$ cat src/abr_params_pkg.sv
// Shared widths, modulus and polynomial sizing, imported by every pointwise engine block
package abr_params_pkg;

    // ========================================================================
    // Coefficient and memory word format
    // ========================================================================

    // One coefficient mod q
    localparam int coef_width = 23;

    // Slot per coefficient in a memory word, top bit always zero
    localparam int coef_slot = 24;

    // Coefficients per memory word
    localparam int num_lanes = 4;

    localparam int mem_data_width = num_lanes * coef_slot;
    localparam int mem_addr_width = 10;

    // 256 coefficients, four per word
    localparam int poly_words = 64;

    // Dilithium modulus, 2^23 - 2^13 + 1
    localparam logic [coef_width-1:0] dilithium_q = 23'd8380417;

    // Register stages inside one arithmetic lane
    localparam int lane_latency = 2;

    // ========================================================================
    // Basic types
    // ========================================================================

    typedef logic [coef_width-1:0]     coef_t;
    typedef logic [mem_data_width-1:0] mem_data_t;
    typedef logic [mem_addr_width-1:0] mem_addr_t;

endpackage

$ cat src/ntt_defines_pkg.sv
// Mode and memory command encodings plus the structs passed between pointwise engine blocks
package ntt_defines_pkg;

    import abr_params_pkg::*;

    // Pointwise multiply, add, subtract
    typedef enum logic [1:0] {
        pwm = 2'd0,
        pwa = 2'd1,
        pws = 2'd2
    } pwo_mode_e;

    typedef enum logic [1:0] {
        rw_idle  = 2'd0,
        rw_read  = 2'd1,
        rw_write = 2'd2
    } rw_cmd_e;

    // Memory request, read or write at one word address
    typedef struct packed {
        rw_cmd_e   rd_wr_en;
        mem_addr_t addr;
    } mem_if_t;

    // Base word addresses of the three polynomials
    typedef struct packed {
        mem_addr_t addr_a;
        mem_addr_t addr_b;
        mem_addr_t addr_c;
    } pwo_mem_addr_t;

    // Operands of one lane, w is the accumulate term
    typedef struct packed {
        coef_t u;
        coef_t v;
        coef_t w;
    } lane_opnd_t;

    // Travels with each word through the pipeline
    typedef struct packed {
        logic      valid;
        logic      acc;
        mem_addr_t addr;
    } pwo_tag_t;

    typedef enum logic [1:0] {
        idle  = 2'd0,
        run   = 2'd1,
        drain = 2'd2
    } ctrl_state_e;

endpackage

$ cat src/pwo_ctrl.sv
// Pointwise operation controller that latches a request, walks the operand words and reports done
`timescale 1ns/100ps

module pwo_ctrl (
    input  logic                           clk,
    input  logic                           reset_n,
    input  logic                           zeroize_i,
    input  logic                           enable_i,
    input  ntt_defines_pkg::pwo_mode_e     mode_i,
    input  logic                           accumulate_i,
    input  logic                           sampler_valid_i,
    input  ntt_defines_pkg::pwo_mem_addr_t base_addr_i,
    input  logic                           wr_valid_i,
    output ntt_defines_pkg::pwo_mode_e     mode_o,
    output ntt_defines_pkg::mem_if_t       a_rd_req_o,
    output ntt_defines_pkg::mem_if_t       b_rd_req_o,
    output ntt_defines_pkg::mem_if_t       c_rd_req_o,
    output ntt_defines_pkg::pwo_tag_t      tag_o,
    output logic                           busy_o,
    output logic                           done_o
);

    import abr_params_pkg::*;
    import ntt_defines_pkg::*;

    typedef logic [$clog2(poly_words)-1:0] word_idx_t;

    ctrl_state_e   state;
    pwo_mode_e     mode_q;
    logic          acc_q;
    pwo_mem_addr_t base_q;
    word_idx_t     rd_idx;
    word_idx_t     wr_cnt;
    logic          done_q;
    logic          issue;
    logic          acc_pwm;
    logic          last_rd;
    logic          last_wr;

    // Reads only go out while the sampler has data
    assign issue   = (state == run) && sampler_valid_i;
    assign acc_pwm = acc_q && (mode_q == pwm);
    assign last_rd = issue && (rd_idx == word_idx_t'(poly_words - 1));
    assign last_wr = (state == drain) && wr_valid_i &&
                     (wr_cnt == word_idx_t'(poly_words - 1));

    always_ff @(posedge clk or negedge reset_n) begin
        if (!reset_n) begin
            state  <= idle;
            mode_q <= pwm;
            acc_q  <= 1'b0;
            base_q <= '0;
            rd_idx <= '0;
            wr_cnt <= '0;
            done_q <= 1'b0;
        end else if (zeroize_i) begin
            state  <= idle;
            mode_q <= pwm;
            acc_q  <= 1'b0;
            base_q <= '0;
            rd_idx <= '0;
            wr_cnt <= '0;
            done_q <= 1'b0;
        end else begin
            done_q <= last_wr;
            // Both counters wrap back to zero after a full polynomial
            if (issue) begin
                rd_idx <= rd_idx + 1'b1;
            end
            if (wr_valid_i && (state != idle)) begin
                wr_cnt <= wr_cnt + 1'b1;
            end
            case (state)
                idle: begin
                    if (enable_i) begin
                        state  <= run;
                        mode_q <= mode_i;
                        acc_q  <= accumulate_i;
                        base_q <= base_addr_i;
                    end
                end
                run: begin
                    if (last_rd) begin
                        state <= drain;
                    end
                end
                drain: begin
                    if (last_wr) begin
                        state <= idle;
                    end
                end
                default: state <= idle;
            endcase
        end
    end

    always_comb begin
        a_rd_req_o.rd_wr_en = issue ? rw_read : rw_idle;
        a_rd_req_o.addr     = base_q.addr_a + mem_addr_t'(rd_idx);
        b_rd_req_o.rd_wr_en = issue ? rw_read : rw_idle;
        b_rd_req_o.addr     = base_q.addr_b + mem_addr_t'(rd_idx);
        // Destination is only read back when accumulating a product
        c_rd_req_o.rd_wr_en = (issue && acc_pwm) ? rw_read : rw_idle;
        c_rd_req_o.addr     = base_q.addr_c + mem_addr_t'(rd_idx);
        tag_o.valid         = issue;
        tag_o.acc           = acc_pwm;
        tag_o.addr          = base_q.addr_c + mem_addr_t'(rd_idx);
    end

    assign mode_o = mode_q;
    assign busy_o = (state != idle);
    assign done_o = done_q;

    // The walk only ends on its last word
    a_walk_complete: assert property (@(posedge clk) disable iff (!reset_n)
        (state != run) |-> (rd_idx == '0));

    // Done follows a write and never overlaps a read
    a_done_clean: assert property (@(posedge clk) disable iff (!reset_n || zeroize_i)
        done_o |-> ($past(wr_valid_i) && a_rd_req_o.rd_wr_en == rw_idle));

endmodule

$ cat config.mk
export PLATFORM = sky130hd
export DESIGN_NAME = pwo_ctrl
export DESIGN_NICKNAME = d
export VERILOG_FILES = /design/src/abr_params_pkg.sv /design/src/ntt_defines_pkg.sv /design/src/pwo_ctrl.sv
export SDC_FILE = /design/constraint.sdc
export NUM_CORES = 1
export LEC_CHECK = 0
export BUFFER_PORTS_ARGS = -buffer_cell sky130_fd_sc_hd__buf_2
export CORE_MARGIN = 2
export CORE_UTILIZATION = 47
export CTS_CLUSTER_SIZE = 40
export DETAILED_ROUTE_END_ITERATION = 8
export HOLD_SLACK_MARGIN = 0.12
export PLACE_DENSITY = 0.76
export SYNTH_ARGS = -nofsm -noshare
export SYNTH_HDL_FRONTEND = slang
export SYNTH_SLANG_ARGS = --single-unit
export TNS_END_PERCENT = 1
$ cat constraint.sdc
create_clock -name clk -period 2.26 [get_ports clk]
set_clock_uncertainty 0.2 [all_clocks]
set_input_delay 0.452 -clock clk [delete_from_list [all_inputs] [get_ports clk]]
set_output_delay 0.452 -clock clk [all_outputs]
set_load 0.05 [all_outputs]
==> impl_metrics.tcl, run 1 <==
set metrics [dict create \
    status "complete, but fails checks" \
    violations "negative setup slack" \
    synth_top_area_frac 0.3854 \
    critPathRequiredTime_ns 1.61 \
    setup_violations 36 \
    avgSynthCellArea_um2 8.401 \
    yosysUniqueCellTypes 40 \
    syn_area_um2 3117 \
    hold_path_class "in2reg" \
    seqPwrFrac 0.424 \
    max_slew_margin 0.6063 \
    drtPass1Iterations 4 \
    drc 0 \
    grt_pass1_wl_mm 13.55 \
    final_nets 556 \
    routedWlPerCell_um 14.39 \
    area_growth_pct 42.79 \
    cp_data_arrival_time_ns 2.30 \
    worstSkewPairLatency_ns 0.31 \
    io_buffer_count 87 \
    multi_input_area_um2 1946 \
    ys_ff_latch 48 \
    critPathBufInv 3 \
    r2r_end "state[0]" \
    min_from "mode_i[1]" \
    die_area_um2 7299 \
    async_flop_share 1.000 \
    ir_drop_mv 0.3661 \
    fin_cells 572 \
    cpMostUsedCell "buf_4" \
    dp_hpwl_mm 6.049 \
    place_congestion 0.8181 \
    synthFlopType "dfrtp_1" \
    end_kind "primary output" \
    layout_common_cells "nand2_1 (84), buf_4 (76), buf_2 (50)" \
    p_int_mw 1.448 \
    slowest_delay_ns 0.40 \
    pin_count 91 \
    cp_top_family "adder cells" \
    clk_pin_slew_ns 0.09 \
    overflow 0 \
    dpl_cell_area_um2 4081 \
    drt_wl_total_mm 8.229 \
    ys_seq_area_frac 0.3854 \
    clock-root-buffer "clkbuf_8" \
    pwr-share-comb 0.296 \
    switchingPower_mw 0.7425 \
    r2r_cells 6 \
    switching_share 0.3390 \
    hold_path_depth 3 \
    rsz0062_at_grt "true" \
    die_w_um 85.44 \
    crit_slowest_cell "dfrtp_1" \
    timing.final.crit_share 1.307 \
    regArea_um2 1204 \
    yosys_warnings 0 \
    die_height_um 85.44 \
    grt_pass1_vias 2974 \
    drt_iter0_markers 113 \
    powerDensity_nw_per_um2 492.2 \
    synth_cells 371 \
    cts.sinks 48 \
    worstMarginPinSlew_ns 0.5905 \
    cts_buffers 5 \
    finalWorstSetupSlack_ns -0.6938 \
    postRouteAntennaNets 0 \
    viasPerCell 5.365 \
    clockBufferDepth 2 \
    maxCapViolations 0 \
    dpl.cell_count 563 \
    via_count 3069 \
    drv_slew 0 \
    grtUsageTotal 0.2312 \
    start_util 0.4880 \
    crit_path_max_fanout 3 \
    hold_end "mode_o[1]" \
    antenna_found_initial 0 \
    core_um2 6386 \
    p_leak_nw 2.199 \
    cts_tree "yes" \
    rrSetupSlack_ns 0.62 \
    core.rowCount 29 \
    antenna_cells 0 \
    crit_type "reg2out" \
    p_clk_frac 0.281 \
    finish.instance_area_um2 4451 \
    finalHoldViolCount 0 \
    synth_edf_count 0 \
    crit_path_start_kind "register" \
    synth.area.top_cells "dfrtp_1 (39%), nand2_1 (10%), ha_1 (8.0%)" \
    grt_start_max_net_pins 31 \
    yosysTopAreaCell "dfrtp_1" \
    cts_max_level 2 \
    fin_crit_ns 2.954 \
    path_cells "buf_4 -> ha_1 -> fa_2 -> a21oi_2 -> buf_4 -> o21ai_2 -> o311ai_4 -> buf_4" \
    clock.fmax_mhz 338.5 \
    drive_gt1_frac 0.3899 \
    fill_cells 516 \
    final_common_cell "nand2_1" \
    post_cts_buffers 0 \
    r2r-start "rd_idx[1]" \
]
==> state kept, by name, indices dropped and copies added (netlist names) <==
| signal | count |
|---|---|
| acc_q | 1 |
| base_q | 30 |
| done_o | 1 |
| mode_o | 2 |
| rd_idx | 6 |
| state | 2 |
| wr_cnt | 6 |
==> cells by family (layout without fill, tap and decap cells) <==
group                    count (synthesis)  in the layout  share of synthesized area
buffers and inverters                   42            164                    0.07226
flip-flops                              48             48                     0.3854
XOR/XNOR                                24             24                    0.06744
AND/OR/NAND/NOR                        154            154                     0.2260
multiplexers                             1              1                   0.003212
adder cells (fa/ha/maj)                 23             23                    0.09956
other                                    1              3                   0.001203
AO/OA/AOI/OAI                           78             78                     0.1449
==> metrics by stage <==
stage	util	TNS, ns	setup WS (ns)	hold WS [ns]	power [mW]
final	0.6969	-16.25	-0.6938	0.1708	2.190
after global routing	0.6969	-19.43	-0.7848	0.1659	2.281
after CTS	0.6797	-17.15	-0.6825	0.1658	2.189
after detailed placement	0.6391	-7.856	-0.4367	0.2837	1.538
after global placement	0.6391	-6.786	-0.3985	0.2738	1.528
after floorplan	-	-9.440	-0.4972	-0.04359	1.380
==> worst min-delay path, delay by kind of cell <==
kind                   cells  cell delay [ns]
buffers and inverters      1             0.09
AND/OR/NAND/NOR            1             0.04
AO/OA/AOI/OAI              1             0.05
==> layout make-up <==
class	count	share of cell area
Clock buffer	6	0.01631
Clock inverter	2	0.007872
Inverter	12	0.01012
Multi-Input combinational cell	283	0.4372
Sequential cell	48	0.2705
Tap cell	77	0.02165
Timing Repair Buffer	144	0.2364
==> layer usage <==
metal  vias up  GRT usage  share of wire
li1       1492          -              -
met1      1464     0.3164           0.44
met2        90     0.3764           0.48
met3        23    0.03599          0.047
met4         0    0.07648          0.027
met5         -          0              0
==> power groups by stage <==
stage | logic (mW) | registers (mW) | clock network, mW
5_1_grt | 0.690 | 0.934 | 0.658
3_3_place_gp | 0.586 | 0.941 | 0
6_report | 0.648 | 0.928 | 0.615
2_1_floorplan | 0.432 | 0.948 | 0
4_1_cts | 0.635 | 0.927 | 0.627
3_5_place_dp | 0.594 | 0.944 | 0
==> cells in the mapped netlist, types with 2 or more instances <==
cell       instances
nand3_1           14
and2_1             2
and3_1             2
nor3b_1            8
o2111ai_1          3
nor2b_1            4
o211ai_1          10
xor2_1             7
nand2b_1           2
buf_1              2
fa_1               3
o21ai_0            8
nor3_1             6
clkbuf_1           8
xnor2_1           17
ha_1              20
a2111oi_0          2
or2_2              3
a21oi_1           49
or3_1              4
inv_1             12
buf_2              3
dfrtp_1           48
nor2_1            19
buf_4             17
nand2_1           84
==> worst max path at each step <==
stage	start	to	slack, ns	cells after the start
final	rd_idx[0]	tag_o[8]	-0.69	8
after global routing	rd_idx[0]	c_rd_req_o[8]	-0.78	8
after detailed placement	base_q[20]	a_rd_req_o[8]	-0.44	8
after CTS	rd_idx[0]	tag_o[8]	-0.68	8
after global placement	base_q[20]	a_rd_req_o[8]	-0.40	8
after floorplan	rd_idx[0]	tag_o[8]	-0.50	6
==> repair_timing <==
| item | 4_1_cts | 5_1_grt |
|---|---|---|
| gates cloned | 0 | 0 |
| endpoints found under the hold margin | 23 | 0 |
| setup endpoints to repair | 37 | 37 |
| gates resized for setup | 50 | 24 |
| pin swaps | 2 | 5 |
| hold buffers | 1 | 0 |
(Power assumes the default switching activity.)
==> run 2: changes to the inputs <==
--- a/config.mk
+++ b/config.mk
@@ -5,13 +5,14 @@
 export SDC_FILE = /design/constraint.sdc
 export NUM_CORES = 1
 export LEC_CHECK = 0
+export ABC_AREA = 1
 export BUFFER_PORTS_ARGS = -buffer_cell sky130_fd_sc_hd__buf_2
 export CORE_MARGIN = 2
-export CORE_UTILIZATION = 47
+export CORE_UTILIZATION = 49
 export CTS_CLUSTER_SIZE = 40
 export DETAILED_ROUTE_END_ITERATION = 8
 export HOLD_SLACK_MARGIN = 0.12
-export PLACE_DENSITY = 0.76
+export PLACE_DENSITY = 0.78
 export SYNTH_ARGS = -nofsm -noshare
 export SYNTH_HDL_FRONTEND = slang
 export SYNTH_SLANG_ARGS = --single-unit
==> impl_metrics.tcl, run 2 <==
set metrics [dict create \
    synth_top_area_frac 0.3405 \
    cts_tree "yes" \
    async_flop_share 1.000 \
    timing.final.crit_share 1.177 \
    dp_hpwl_mm 6.641 \
    yosysTopAreaCell "dfrtp_1" \
    end_kind "primary output" \
    final_common_cell "nand2_1" \
    p_leak_nw 2.555 \
    grt_pass1_vias 3309 \
    synthFlopType "dfrtp_1" \
    synth.area.top_cells "dfrtp_1 (34%), nand2_1 (11%), nand3_1 (9.2%)" \
    finalWorstSetupSlack_ns -0.4001 \
    synthTopCellsByCount "nand2_1 (108), inv_1 (72), nand3_1 (65)" \
    drive_gt1_frac 0.4028 \
    viasPerCell 5.135 \
    crit_path_max_fanout 5 \
    drc 0 \
    rrSetupSlack_ns 0.46 \
    clk_pin_slew_ns 0.09 \
    crit_path_start_kind "register" \
    avgSynthCellArea_um2 7.651 \
    cts_buffers 5 \
    clock-root-buffer "clkbuf_8" \
    layout_common_cells "nand2_1 (94), inv_1 (70), nand3_1 (60)" \
    place_ws_ns -0.2687 \
    die_area_um2 7893 \
    via_count 3451 \
    synth_edf_count 0 \
    place_congestion 0.9452 \
    yosys_warnings 0 \
    finalHoldViolCount 0 \
    cp_data_arrival_time_ns 2.01 \
    switching_share 0.3696 \
    grt_pass1_wl_mm 14.88 \
    hold_path_class "in2reg" \
    clock.fmax_mhz 375.9 \
    setup_violations 36 \
    start_util 0.5135 \
    postRouteAntennaNets 0 \
    synth_cells 461 \
    final_nets 637 \
    overflow 0 \
    grt_start_max_net_pins 49 \
    routedWlPerCell_um 14.00 \
    max_flop_register "base_q" \
    crit_type "reg2out" \
    antenna_found_initial 0 \
    drv_slew 0 \
    worstSkewPairLatency_ns 0.31 \
    critPathRequiredTime_ns 1.61 \
    syn_area_um2 3527 \
    p_clk_frac 0.270 \
    drt_wl_total_mm 9.408 \
    violations "negative setup slack" \
    largest_register_ffs 30 \
    largestRegisters "base_q x30, rd_idx x6, wr_cnt x6" \
    cts_max_level 2 \
    maxCapViolations 0 \
    power_mw 2.479 \
    seqPwrFrac 0.387 \
    powerDensity_nw_per_um2 504.1 \
    drt_iter0_markers 176 \
    pwr-share-comb 0.343 \
    io_buffer_count 87 \
    antenna_cells 0 \
    cts.sinks 48 \
    whs_ns 0.1746 \
    ir_drop_mv 0.4785 \
    switchingPower_mw 0.9161 \
    grtUsageTotal 0.2440 \
    ys_ff_latch 48 \
    clockBufferDepth 2 \
    die_w_um 88.84 \
    p_int_mw 1.562 \
    pin_count 91 \
    core_um2 6869 \
    status "complete, but fails checks" \
    synth_most_common_cell "nand2_1" \
    fin_crit_ns 2.660 \
    yosysUniqueCellTypes 33 \
    ys_seq_area_frac 0.3405 \
    core.rowCount 30 \
    drtPass1Iterations 4 \
    max_slew_margin 0.5798 \
    area_growth_pct 39.41 \
    die_height_um 88.84 \
    worstMarginPinSlew_ns 0.6303 \
    rsz0062_at_grt "true" \
]
[run 2: final cells by class]
cell class / instances / area [um^2]
clock inverter: 2 / 38.79
fill: 506 / 1952
sequential: 48 / 1206
multi-input combinational: 313 / 2147
tap: 96 / 120.1
timing repair buffer: 133 / 1042
inverter: 74 / 280.3
clock buffer: 6 / 82.58
[run 2: layer usage]
metal	share of wire	up-vias	GRT usage	wire, um
met5	0	-	0	0
li1	-	1688	-	-
met1	0.41	1646	0.3081	3879
met3	0.057	14	0.04851	539
met4	0.013	0	0.06061	127
met2	0.52	103	0.4288	4862
[run 2: critical path, cell delays in order, from the launching register on]
cell     delay, ns
dfrtp_2       0.50
ha_4          0.19
fa_2          0.36
nand3_2       0.08
nand2_2       0.08
buf_6         0.14
xor2_4        0.15
buf_6         0.18
[run 2: cells by family after synthesis]
family                     synth area share
DFF                                  0.3405
buffers and inverters                0.1412
xor gates and xnor gates            0.02483
other                              0.001063
adders and majority gates           0.08798
and+or+nand+nor                      0.2863
AOI/OAI and AO/OA                    0.1181
[run 2: power by group through the flow]
stage / clock network [mW] / registers [mW] / logic [mW]
6_report: 0.669 / 0.959 / 0.850
3_3_place_gp: 0 / 0.964 / 0.735
4_1_cts: 0.671 / 0.956 / 0.832
2_1_floorplan: 0 / 0.966 / 0.580
5_1_grt: 0.714 / 0.966 / 0.905
3_5_place_dp: 0 / 0.967 / 0.748
[run 2: worst paths after layout]
path | from | to | cells after the start
min reg2reg | base_q[15] | base_q[15] | 2
max reg2reg | state[0] | base_q[2] | 5
min in group asynchronous | reset_n | mode_o[0] | 3
min | base_addr_i[28] | base_q[28] | 3
max | rd_idx[0] | c_rd_req_o[4] | 7
max in group asynchronous | reset_n | rd_idx[4] | 3
[run 2: what timing repair did]
action | 4_1_cts | 5_1_grt
buffers inserted | 0 | 2
hold buffers | 1 | 0
endpoints found under the setup margin | 36 | 40
endpoints found under the hold margin | 48 | 0
resized for setup | 94 | 25
pin swaps | 7 | 3
[run 2: per-stage QoR]
stage | cell area (um^2) | TNS [ns] | instances | utilization
final | 4917 | -9.827 | 672 | 0.7158
after global routing | 4917 | -12.68 | 672 | 0.7158
after CTS | 4807 | -9.767 | 670 | 0.6998
after detailed placement | 4343 | -3.044 | 661 | 0.6322
after global placement | 4343 | -2.201 | 661 | 0.6322
after floorplan | 3677 | -3.086 | 463 | -
==> run 3: changes to the inputs <==
--- a/config.mk
+++ b/config.mk
@@ -16,4 +16,4 @@
 export SYNTH_ARGS = -nofsm -noshare
 export SYNTH_HDL_FRONTEND = slang
 export SYNTH_SLANG_ARGS = --single-unit
-export TNS_END_PERCENT = 1
+export TNS_END_PERCENT = 20
==> impl_metrics.tcl, run 3 (same netlist as run 2, synthesis figures left out) <==
set metrics [dict create \
    drtPass1Iterations 7 \
    cts.sinks 48 \
    path_cells "ha_2 -> fa_2 -> nand3_2 -> nand2_4 -> nand2_2 -> nand2_1 -> nand2_1 -> nand2_1 -> buf_6" \
    startpoint "rd_idx[0]" \
    overflow 0 \
    slowest_delay_ns 0.43 \
    die_height_um 88.84 \
    worstSkewPairLatency_ns 0.30 \
    grt_pass1_wl_mm 14.25 \
    worstSetupEndpoint "b_rd_req_o[8]" \
    start_util 0.5135 \
    drive_gt1_frac 0.4437 \
    finish.instance_area_um2 5031 \
    ir_drop_mv 0.2741 \
    end_kind "primary output" \
    use_met3 0.02332 \
    switchingPower_mw 0.9097 \
    timing.final.crit_share 1.166 \
    drt_wl_total_mm 9.972 \
    cp_data_arrival_time_ns 1.98 \
    final_common_cell "nand2_1" \
    max_flop_register "base_q" \
    cts_max_level 2 \
    hold_path_depth 3 \
    crit_path_max_fanout 4 \
    core_um2 6869 \
    r2r-start "state[0]" \
    io_buffer_count 87 \
    r2r_end "base_q[20]" \
    critPathRequiredTime_ns 1.61 \
    max_slew_margin 0.5577 \
    grt_pass1_vias 3144 \
    area_growth_pct 42.64 \
    powerDensity_nw_per_um2 463.1 \
    finalSetupTns_ns -9.079 \
    antenna_found_initial 0 \
    grt_start_max_net_pins 49 \
    rsz0062_at_grt "true" \
    met1_usage 0.2944 \
    drt_iter0_markers 227 \
    routedWlPerCell_um 14.82 \
    hold_path_class "in2reg" \
    pwr-share-comb 0.373 \
    clk_pin_slew_ns 0.09 \
    cts_tree "yes" \
    die_w_um 88.84 \
    place_congestion 0.8761 \
    clock.fmax_mhz 379.5 \
    grtUsageTotal 0.2308 \
    largest_register_ffs 30 \
    busiest_layer "met2" \
    via_count 3493 \
    cpMostUsedCell "nand2_1" \
    crit_slowest_cell "dfrtp_1" \
    fin_crit_ns 2.635 \
    cts_buffers 5 \
    worstMarginPinSlew_ns 0.6610 \
    dp_hpwl_mm 6.256 \
    viasPerCell 5.190 \
    crit_path_start_kind "register" \
    pin_count 91 \
    antenna_cells 0 \
    power_mw 2.330 \
    layout_common_cells "nand2_1 (86), inv_1 (68), nand3_1 (56)" \
    dpl_cell_area_um2 4343 \
    drv_slew 0 \
    setup_violations 36 \
    final_nets 639 \
    violations "negative setup slack" \
    crit_type "reg2out" \
    p_clk_frac 0.214 \
    finalHoldViolCount 0 \
    core.rowCount 30 \
    met2_usage 0.4138 \
    finalWorstSetupSlack_ns -0.3749 \
    postRouteAntennaNets 0 \
    maxCapViolations 0 \
    p_leak_nw 2.548 \
    status "complete, but fails checks" \
    dpl.cell_count 656 \
    seqPwrFrac 0.413 \
    whs_ns 0.1923 \
    p_int_mw 1.420 \
    r2r_cells 5 \
    clockBufferDepth 2 \
    largestRegisters "base_q x30, rd_idx x6, wr_cnt x6" \
    drc 0 \
    fill_cells 480 \
    clock-root-buffer "clkbuf_8" \
    rrSetupSlack_ns 0.27 \
    die_area_um2 7893 \
    switching_share 0.3904 \
    fin_cells 673 \
]
run 3: cell types whose count changed in the layout (fill, tap and decap cells not counted), sizes merged:
cell,delta
bufinv,-1
buf,+4
clkbuf,-2
run 3: how the worst min path moves through the flow:
| stage | startpoint | to |
|---|---|---|
| after floorplan | reset_n | acc_q |
| after global routing | base_addr_i[13] | base_q[13] |
| after detailed placement | reset_n | wr_cnt[4] |
| after global placement | reset_n | mode_o[0] |
| final | mode_i[0] | mode_o[0] |
| after CTS | mode_i[0] | mode_o[0] |
run 3: metrics by stage:
step,worst slack [ns],util
6_report,-0.3749,0.7324
5_1_grt,-0.4350,0.7324
4_1_cts,-0.3451,0.7013
3_5_place_dp,-0.1430,0.6322
3_3_place_gp,-0.1203,0.6322
2_1_floorplan,-0.2294,-
run 3: power by group through the flow:
stage | clock network (mW) | logic (mW) | registers, mW
after floorplan | 0 | 0.587 | 0.968
after global placement | 0 | 0.732 | 0.966
after detailed placement | 0 | 0.742 | 0.969
after CTS | 0.502 | 0.833 | 0.957
after global routing | 0.529 | 0.921 | 0.967
final | 0.499 | 0.870 | 0.961
run 3: area by class of cell:
class                           instances  area, um^2  share of cell area
Multi-Input combinational cell        313        2273              0.4519
Tap cell                               96       120.1             0.02387
Inverter                               74       280.3             0.05571
Sequential cell                        48        1207              0.2400
Clock inverter                          1       5.005           0.0009948
Clock buffer                            6       72.57             0.01442
Timing Repair Buffer                  135        1072              0.2131
run 3: critical path: cells and delay by family, from the launching register on:
family	cells	cell delay [ns]
buffers and inverters	1	0.15
adder cells (fa/ha/maj)	2	0.61
AND/OR/NAND/NOR	6	0.47
flip-flops	1	0.43
run 3: timing repair:
action,in CTS,in global routing
pin swaps,8,15
gates resized for setup,99,42
hold endpoints to repair,48,0
hold buffers,1,0
buffers inserted,2,7
setup endpoints to repair,36,39
run 3: routing by layer:
| layer | up-vias | share of wire |
|---|---|---|
| li1 | 1680 | - |
| met1 | 1651 | 0.41 |
| met2 | 142 | 0.52 |
| met3 | 20 | 0.049 |
| met4 | 0 | 0.021 |
| met5 | - | 0 |
